### config.mk
export PLATFORM = sky130hd
export DESIGN_NAME = axi_axil_adapter_rd
export DESIGN_NICKNAME = d
export VERILOG_FILES = /design/src/hdl/axi_burst_pkg.sv /design/src/hdl/axil_beat_pkg.sv /design/src/hdl/axi_burst_iter_ar.sv /design/src/hdl/axil_reflect_rd.sv /design/src/hdl/axi_axil_adapter_rd.sv
export VERILOG_INCLUDE_DIRS = /design/src /design/src/hdl
export SDC_FILE = /design/constraint.sdc
export NUM_CORES = 1
export LEC_CHECK = 0
export ABC_AREA = 0
export BUFFER_PORTS_ARGS = -buffer_cell sky130_fd_sc_hd__buf_4
export CAP_MARGIN = 20
export CORE_MARGIN = 2
export CORE_UTILIZATION = 57
export DETAILED_ROUTE_END_ITERATION = 7
export PLACE_DENSITY = 0.85
export SYNTH_ARGS = -nofsm -noshare
export SYNTH_HDL_FRONTEND = slang
export SYNTH_SLANG_ARGS = --single-unit
### constraint.sdc
create_clock -name clk -period 5.3 [get_ports clk]
set_input_delay 0.795 -clock clk [delete_from_list [all_inputs] [get_ports clk]]
set_output_delay 0.795 -clock clk [all_outputs]
set_load 0.1 [all_outputs]
### src/hdl/axi_rd_consts.svh
`ifndef AXI_RD_CONSTS_SVH
`define AXI_RD_CONSTS_SVH

// Bus widths in bits
`define AXI_ADDR_WIDTH 8
`define AXI_DATA_WIDTH 16
`define AXI_ID_WIDTH 4

// Reflector queue holds 2**OUTSTANDING_WIDTH reads in flight
`define OUTSTANDING_WIDTH 1

// AXI response codes
`define RESP_OKAY 2'd0
`define RESP_SLVERR 2'd2

`endif

### src/hdl/axi_burst_pkg.sv
`default_nettype none

`include "axi_rd_consts.svh"

package axi_burst_pkg;

  // Byte address and transaction ID
  typedef logic [`AXI_ADDR_WIDTH-1:0] addr_t;
  typedef logic [`AXI_ID_WIDTH-1:0] id_t;

  // Beat count minus one, as carried on ARLEN
  typedef logic [7:0] len_t;

  // Log2 of bytes per beat
  typedef logic [2:0] size_t;

  // Burst type codes
  typedef logic [1:0] burst_t;

  localparam burst_t BURST_FIXED = 2'd0;
  localparam burst_t BURST_INCR = 2'd1;
  localparam burst_t BURST_WRAP = 2'd2;

  // Burst iterator FSM
  typedef enum logic {
    ITER_IDLE,
    ITER_BEATS
  } iter_state_t;

endpackage

`default_nettype wire

### src/hdl/axil_beat_pkg.sv
`default_nettype none

`include "axi_rd_consts.svh"

package axil_beat_pkg;

  // Read data beat
  typedef logic [`AXI_DATA_WIDTH-1:0] data_t;

  // RRESP code
  typedef logic [1:0] resp_t;

  // Queue pointer, MSB tells full from empty
  typedef logic [`OUTSTANDING_WIDTH:0] qptr_t;

endpackage

`default_nettype wire

### src/hdl/axi_burst_iter_ar.sv
`timescale 1ns/1ns
`default_nettype none

module axi_burst_iter_ar (
  input  wire                    clk,
  input  wire                    i_reset,

  // AXI read address channel
  input  wire                    i_s_arvalid,
  input  wire axi_burst_pkg::id_t    i_s_arid,
  input  wire axi_burst_pkg::addr_t  i_s_araddr,
  input  wire axi_burst_pkg::len_t   i_s_arlen,
  input  wire axi_burst_pkg::size_t  i_s_arsize,
  input  wire axi_burst_pkg::burst_t i_s_arburst,
  output logic                   o_s_arready,

  // Single-beat requests
  output logic                   o_beat_valid,
  output axi_burst_pkg::addr_t   o_beat_addr,
  output axi_burst_pkg::id_t     o_beat_id,
  output logic                   o_beat_last,
  input  wire                    i_beat_ready
);

  import axi_burst_pkg::*;

  iter_state_t state;
  len_t        beats_left;

  addr_t       addr_q;
  id_t         id_q;
  size_t       size_q;
  burst_t      burst_q;
  addr_t       wrap_mask;

  addr_t       step;
  addr_t       addr_next;
  logic [15:0] wrap_bytes;

  logic        ar_xfer;
  logic        beat_xfer;

  assign o_s_arready = (state == ITER_IDLE);
  assign ar_xfer = i_s_arvalid && o_s_arready;

  assign o_beat_valid = (state == ITER_BEATS);
  assign o_beat_addr = addr_q;
  assign o_beat_id = id_q;
  assign o_beat_last = o_beat_valid && (beats_left == '0);
  assign beat_xfer = o_beat_valid && i_beat_ready;

  // WRAP window in bytes is beat count times bytes per beat
  assign wrap_bytes = ({8'd0, i_s_arlen} + 16'd1) << i_s_arsize;

  assign step = addr_t'(1) << size_q;

  always_comb begin
    case (burst_q)
      BURST_FIXED: begin
        addr_next = addr_q;
      end
      BURST_INCR: begin
        addr_next = addr_q + step;
      end
      BURST_WRAP: begin
        // Keep the upper bits, wrap only inside the window
        addr_next = (addr_q & ~wrap_mask) | ((addr_q + step) & wrap_mask);
      end
      default: begin
        addr_next = addr_q + step;
      end
    endcase
  end

  always_ff @(posedge clk) begin
    if (i_reset) begin
      state <= ITER_IDLE;
      beats_left <= '0;
    end else begin
      case (state)
        ITER_IDLE: begin
          if (ar_xfer) begin
            state <= ITER_BEATS;
            beats_left <= i_s_arlen;
          end
        end
        ITER_BEATS: begin
          if (beat_xfer) begin
            if (o_beat_last) begin
              state <= ITER_IDLE;
            end else begin
              beats_left <= beats_left - 8'd1;
            end
          end
        end
        default: begin
          state <= ITER_IDLE;
        end
      endcase
    end
  end

  // Burst payload, latched on AR and stepped per beat
  always_ff @(posedge clk) begin
    if (ar_xfer) begin
      addr_q <= i_s_araddr;
      id_q <= i_s_arid;
      size_q <= i_s_arsize;
      burst_q <= i_s_arburst;
      wrap_mask <= addr_t'(wrap_bytes - 16'd1);
    end else if (beat_xfer) begin
      addr_q <= addr_next;
    end
  end

endmodule

`default_nettype wire

### src/hdl/axil_reflect_rd.sv
`timescale 1ns/1ns
`default_nettype none

`include "axi_rd_consts.svh"

module axil_reflect_rd (
  input  wire                        clk,
  input  wire                        i_reset,

  // Single-beat requests from the iterator
  input  wire                        i_beat_valid,
  input  wire axi_burst_pkg::addr_t  i_beat_addr,
  input  wire axi_burst_pkg::id_t    i_beat_id,
  input  wire                        i_beat_last,
  output logic                       o_beat_ready,

  // AXI-Lite read manager
  output logic                       o_m_arvalid,
  output axi_burst_pkg::addr_t       o_m_araddr,
  input  wire                        i_m_arready,
  input  wire                        i_m_rvalid,
  input  wire axil_beat_pkg::data_t  i_m_rdata,
  input  wire axil_beat_pkg::resp_t  i_m_rresp,
  output logic                       o_m_rready,

  // AXI read data channel
  output logic                       o_s_rvalid,
  output axi_burst_pkg::id_t         o_s_rid,
  output axil_beat_pkg::data_t       o_s_rdata,
  output axil_beat_pkg::resp_t       o_s_rresp,
  output logic                       o_s_rlast,
  input  wire                        i_s_rready
);

  import axi_burst_pkg::*;
  import axil_beat_pkg::*;

  localparam int QDEPTH = 1 << `OUTSTANDING_WIDTH;

  // ID and last tag of each read in flight, oldest at rd_ptr
  id_t   q_id [QDEPTH];
  logic  q_last [QDEPTH];

  qptr_t wr_ptr;
  qptr_t rd_ptr;
  logic [`OUTSTANDING_WIDTH-1:0] wr_idx;
  logic [`OUTSTANDING_WIDTH-1:0] rd_idx;

  logic  q_empty;
  logic  q_full;
  logic  push;
  logic  pop;

  assign wr_idx = wr_ptr[`OUTSTANDING_WIDTH-1:0];
  assign rd_idx = rd_ptr[`OUTSTANDING_WIDTH-1:0];

  assign q_empty = (wr_ptr == rd_ptr);
  // Same slot, opposite lap
  assign q_full = (wr_ptr[`OUTSTANDING_WIDTH] != rd_ptr[`OUTSTANDING_WIDTH]) &&
                  (wr_idx == rd_idx);

  // Address path, stalled while the queue is full
  assign o_m_arvalid = i_beat_valid && !q_full;
  assign o_m_araddr = i_beat_addr;
  assign o_beat_ready = i_m_arready && !q_full;
  assign push = o_m_arvalid && i_m_arready;

  // Response path, only with a read outstanding
  assign o_s_rvalid = i_m_rvalid && !q_empty;
  assign o_m_rready = i_s_rready && !q_empty;
  assign pop = o_s_rvalid && i_s_rready;

  assign o_s_rid = q_id[rd_idx];
  assign o_s_rdata = i_m_rdata;
  assign o_s_rresp = i_m_rresp;
  assign o_s_rlast = q_last[rd_idx] && !q_empty;

  always_ff @(posedge clk) begin
    if (i_reset) begin
      wr_ptr <= '0;
      rd_ptr <= '0;
    end else begin
      if (push) begin
        wr_ptr <= wr_ptr + qptr_t'(1);
      end
      if (pop) begin
        rd_ptr <= rd_ptr + qptr_t'(1);
      end
    end
  end

  always_ff @(posedge clk) begin
    if (push) begin
      q_id[wr_idx] <= i_beat_id;
      q_last[wr_idx] <= i_beat_last;
    end
  end

endmodule

`default_nettype wire

### src/hdl/axi_axil_adapter_rd.sv
`timescale 1ns/1ns
`default_nettype none

module axi_axil_adapter_rd (
  input  wire                        clk,
  input  wire                        i_reset,

  // AXI subordinate side
  input  wire                        i_s_arvalid,
  input  wire axi_burst_pkg::id_t    i_s_arid,
  input  wire axi_burst_pkg::addr_t  i_s_araddr,
  input  wire axi_burst_pkg::len_t   i_s_arlen,
  input  wire axi_burst_pkg::size_t  i_s_arsize,
  input  wire axi_burst_pkg::burst_t i_s_arburst,
  output logic                       o_s_arready,
  output logic                       o_s_rvalid,
  output axi_burst_pkg::id_t         o_s_rid,
  output axil_beat_pkg::data_t       o_s_rdata,
  output axil_beat_pkg::resp_t       o_s_rresp,
  output logic                       o_s_rlast,
  input  wire                        i_s_rready,

  // AXI-Lite manager side
  output logic                       o_m_arvalid,
  output axi_burst_pkg::addr_t       o_m_araddr,
  input  wire                        i_m_arready,
  input  wire                        i_m_rvalid,
  input  wire axil_beat_pkg::data_t  i_m_rdata,
  input  wire axil_beat_pkg::resp_t  i_m_rresp,
  output logic                       o_m_rready
);

  import axi_burst_pkg::*;

  // Beat requests from iterator to reflector
  logic  beat_valid;
  addr_t beat_addr;
  id_t   beat_id;
  logic  beat_last;
  logic  beat_ready;

  axi_burst_iter_ar iter_i (
    .clk          (clk),
    .i_reset      (i_reset),
    .i_s_arvalid  (i_s_arvalid),
    .i_s_arid     (i_s_arid),
    .i_s_araddr   (i_s_araddr),
    .i_s_arlen    (i_s_arlen),
    .i_s_arsize   (i_s_arsize),
    .i_s_arburst  (i_s_arburst),
    .o_s_arready  (o_s_arready),
    .o_beat_valid (beat_valid),
    .o_beat_addr  (beat_addr),
    .o_beat_id    (beat_id),
    .o_beat_last  (beat_last),
    .i_beat_ready (beat_ready)
  );

  // RLAST comes back from the tag stored at AR time
  axil_reflect_rd reflect_i (
    .clk          (clk),
    .i_reset      (i_reset),
    .i_beat_valid (beat_valid),
    .i_beat_addr  (beat_addr),
    .i_beat_id    (beat_id),
    .i_beat_last  (beat_last),
    .o_beat_ready (beat_ready),
    .o_m_arvalid  (o_m_arvalid),
    .o_m_araddr   (o_m_araddr),
    .i_m_arready  (i_m_arready),
    .i_m_rvalid   (i_m_rvalid),
    .i_m_rdata    (i_m_rdata),
    .i_m_rresp    (i_m_rresp),
    .o_m_rready   (o_m_rready),
    .o_s_rvalid   (o_s_rvalid),
    .o_s_rid      (o_s_rid),
    .o_s_rdata    (o_s_rdata),
    .o_s_rresp    (o_s_rresp),
    .o_s_rlast    (o_s_rlast),
    .i_s_rready   (i_s_rready)
  );

endmodule

`default_nettype wire

==> qor.yml <==
remaining_drc_errors: 0
rows: 27
routed_wirelength_um: 6170
dr.pass1.iters: 4
slew_headroom_pct: 47.4
n_antenna_cell: 0
clk_pin_slew_worst_paths_ns: 0.10
rsz0062_at_grt: "no"
pwr-share-clk_pct: 21.9
start_kind: "flip-flop"
synth_edf_count: 35
power_frac_seq_pct: 45.8
hold_depth: 0
clock_latency_ns: 0.31
switchingPower_w: 0.000384
finalSetupTns_ns: 0
die-width_um: 78.6
hp-start: "iter_i.o_beat_id[1]$_DFFE_PP_"
layout_min_cycle_time_ns: 2.91
clockBufferDepth: 2
multi_input_area_sq_um: 1550
ff2ff_path_depth: 10
grt_pass1_wl_um: 10000
pin_count: 84
cp.required_ns: 5.36
route.met2.wl_um: 2950
yosysSeqAreaShare_pct: 41.9
syn_area_sq_um: 3170
outcome: "finished clean"
setup_violations: 0
syn_avg_cell_area_sq_um: 9.07
syn_inst: 350
synth_cell_types: 57
wirelength_met1_um: 2760
yosys_most_used_dff: "edfxtp_1"
startpoint: "iter_i.size_q[1]$_DFFE_PP_"
crit_buf_inv: 1
irDropWorstVdd_mv: 0.124
arrival_ns: 2.98
cts_root_buf: "clkbuf_8"
synth_top_cell_area_share_pct: 33.1
path_max_fanout: 8
max_stage_delay_ns: 0.54
die_y_um: 78.6
seqCellArea_sq_um: 1330
power_frac_comb_pct: 32.3
synth_area_leaders: "edfxtp_1, dfxtp_1, o21ai_0"
die_area_sq_um: 6180
synth_most_common_cell: "o21ai_0"
critPathSlowestCell: "or3b_2"
initial_utilization_pct: 58.4
end_kind: "flip-flop"
antenna_found_initial: 0
cp.depth: 10
fillCellCount: 473
synthArstFlopShare_pct: 0
hold_viol_final: 0
cts_resized: 0
area_growth_pct: 9.70
drt_iter0_drc: 133
holdBufCountCts: 0
final_nets: 427
cp_top_family: "compound AO/OA/AOI/OAI gates"
core-area_sq_um: 5440
finalCritPeriodShare_pct: 55.0
path_class: "reg2reg"
cts_tree: "done"
grt_max_degree: 31
grt_pass1_vias: 2277
grt_use_total_pct: 20.4
r2r_start: "iter_i.size_q[1]$_DFFE_PP_"
ys_warn_count: 0
wl_met3_um: 324
drtAntennaViolNets: 0
routed_via_density: 5.83
slew_violations: 0
synth-seq-cells: 49
worstPathCellList: "or3b_2, inv_1, ha_1, a21o_1, a21oi_1, o21bai_1, a2111oi_0, nor3_1, xnor2_1, o21ai_0"
holdWs_ns: 0.453
vias: 2564
drive_above_1_share_pct: 17.7
synth_fp_nets: 410
power_density_nw_per_um2: 298
wl_per_cell_um: 14.0
swShare_pct: 36.9
hold_class: "reg2reg"
tightest_slew_ns: 0.784
max_freq_mhz: 343
h-tree-depth: 2
p_leak_nw: 1.36
maxCapViolations: 0
port_buffers: 47
synth_area_leader_cell: "edfxtp_1"
gr-total-overflow: 0
ys_top_cells_by_count: "o21ai_0, edfxtp_1, nand2_1, nor2_1, a21oi_1"
highest_layer: "met4"
cts_setup_buffers: 0
dp_hpwl_um: 4640
place_congestion: 0.918
clock_skew_ns: 0.0119
clock_sinks: 49
cts_inserted_buffers: 5
p_int_w: 0.000655
[cell usage in the layout (no fill, tap or decap), types with 3 or more instances in the layout]
master and n:
a211oi_1 5, a21o_1 3, a21oi_1 29, a22oi_1 5, buf_4 47, clkbuf_8 5
dfxtp_1 14, edfxtp_1 35, ha_1 10, inv_1 15, mux2_2 5, nand2_1 31
nand2b_1 3, nand3_1 7, nand3b_1 3, nor2_1 30, nor3_1 11, nor3b_1 3
o21ai_0 37, o22ai_1 3, xnor2_1 12, xor2_1 9
[final timing paths]
kind / slack (ns) / end
hold reg to reg: 0.45 / reflect_i.q_id[1][1]$_DFFE_PP_
setup / recovery: 2.39 / flip-flop
setup reg to reg: 2.39 / flip-flop
hold / removal: 0.45 / reflect_i.q_id[1][1]$_DFFE_PP_
[stage by stage]
step | utilization (%) | worst slack (ns) | cell area, sq um | total power (W) | cells
2_1_floorplan | - | 2.05 | 3170 | 0.000805 | 350
3_5_place_dp | 62.3 | 2.37 | 3390 | 0.000818 | 432
5_1_grt | 64.0 | 2.14 | 3480 | 0.00109 | 440
3_3_place_gp | 62.3 | 2.51 | 3390 | 0.000809 | 432
4_1_cts | 64.0 | 2.36 | 3480 | 0.00104 | 440
6_report | 64.0 | 2.39 | 3480 | 0.00104 | 440
[power by group through the flow]
stage	clock, W	combinational (W)	sequential (W)
2_1_floorplan	0	0.000267	0.000538
3_3_place_gp	0	0.000326	0.000483
3_5_place_dp	0	0.000333	0.000484
4_1_cts	0.000232	0.000335	0.000475
5_1_grt	0.000248	0.000364	0.000480
6_report	0.000227	0.000336	0.000476
[cell type report]
| type | instances | share of cell area [%] |
|---|---|---|
| clock buffers | 5 | 1.98 |
| well taps | 72 | 2.59 |
| multi-input cells | 248 | 44.6 |
| clock inverters | 3 | 0.755 |
| repair buffers | 47 | 10.1 |
| flip-flops and latches | 49 | 38.2 |
| inverters | 16 | 1.72 |
[logic make-up (layout without fill, tap and decap cells)]
group | count (synthesis) | in the layout | synth area share, %
AOI/OAI and AO/OA | 103 | 103 | 19.7
xor gates and xnor gates | 21 | 21 | 5.79
adders and majority gates | 11 | 11 | 4.57
buffers and inverters | 53 | 71 | 9.14
DFF | 49 | 49 | 41.9
muxes | 7 | 7 | 2.40
and+or+nand+nor | 106 | 106 | 16.5
[layer usage]
metal / GRT usage [%] / vias to the layer above
met1: 27.0 / 1189
li1: - / 1280
met4: 8.42 / 0
met2: 32.6 / 79
met3: 3.91 / 16
met5: 0 / -
Power figures use the tool's default switching activity.
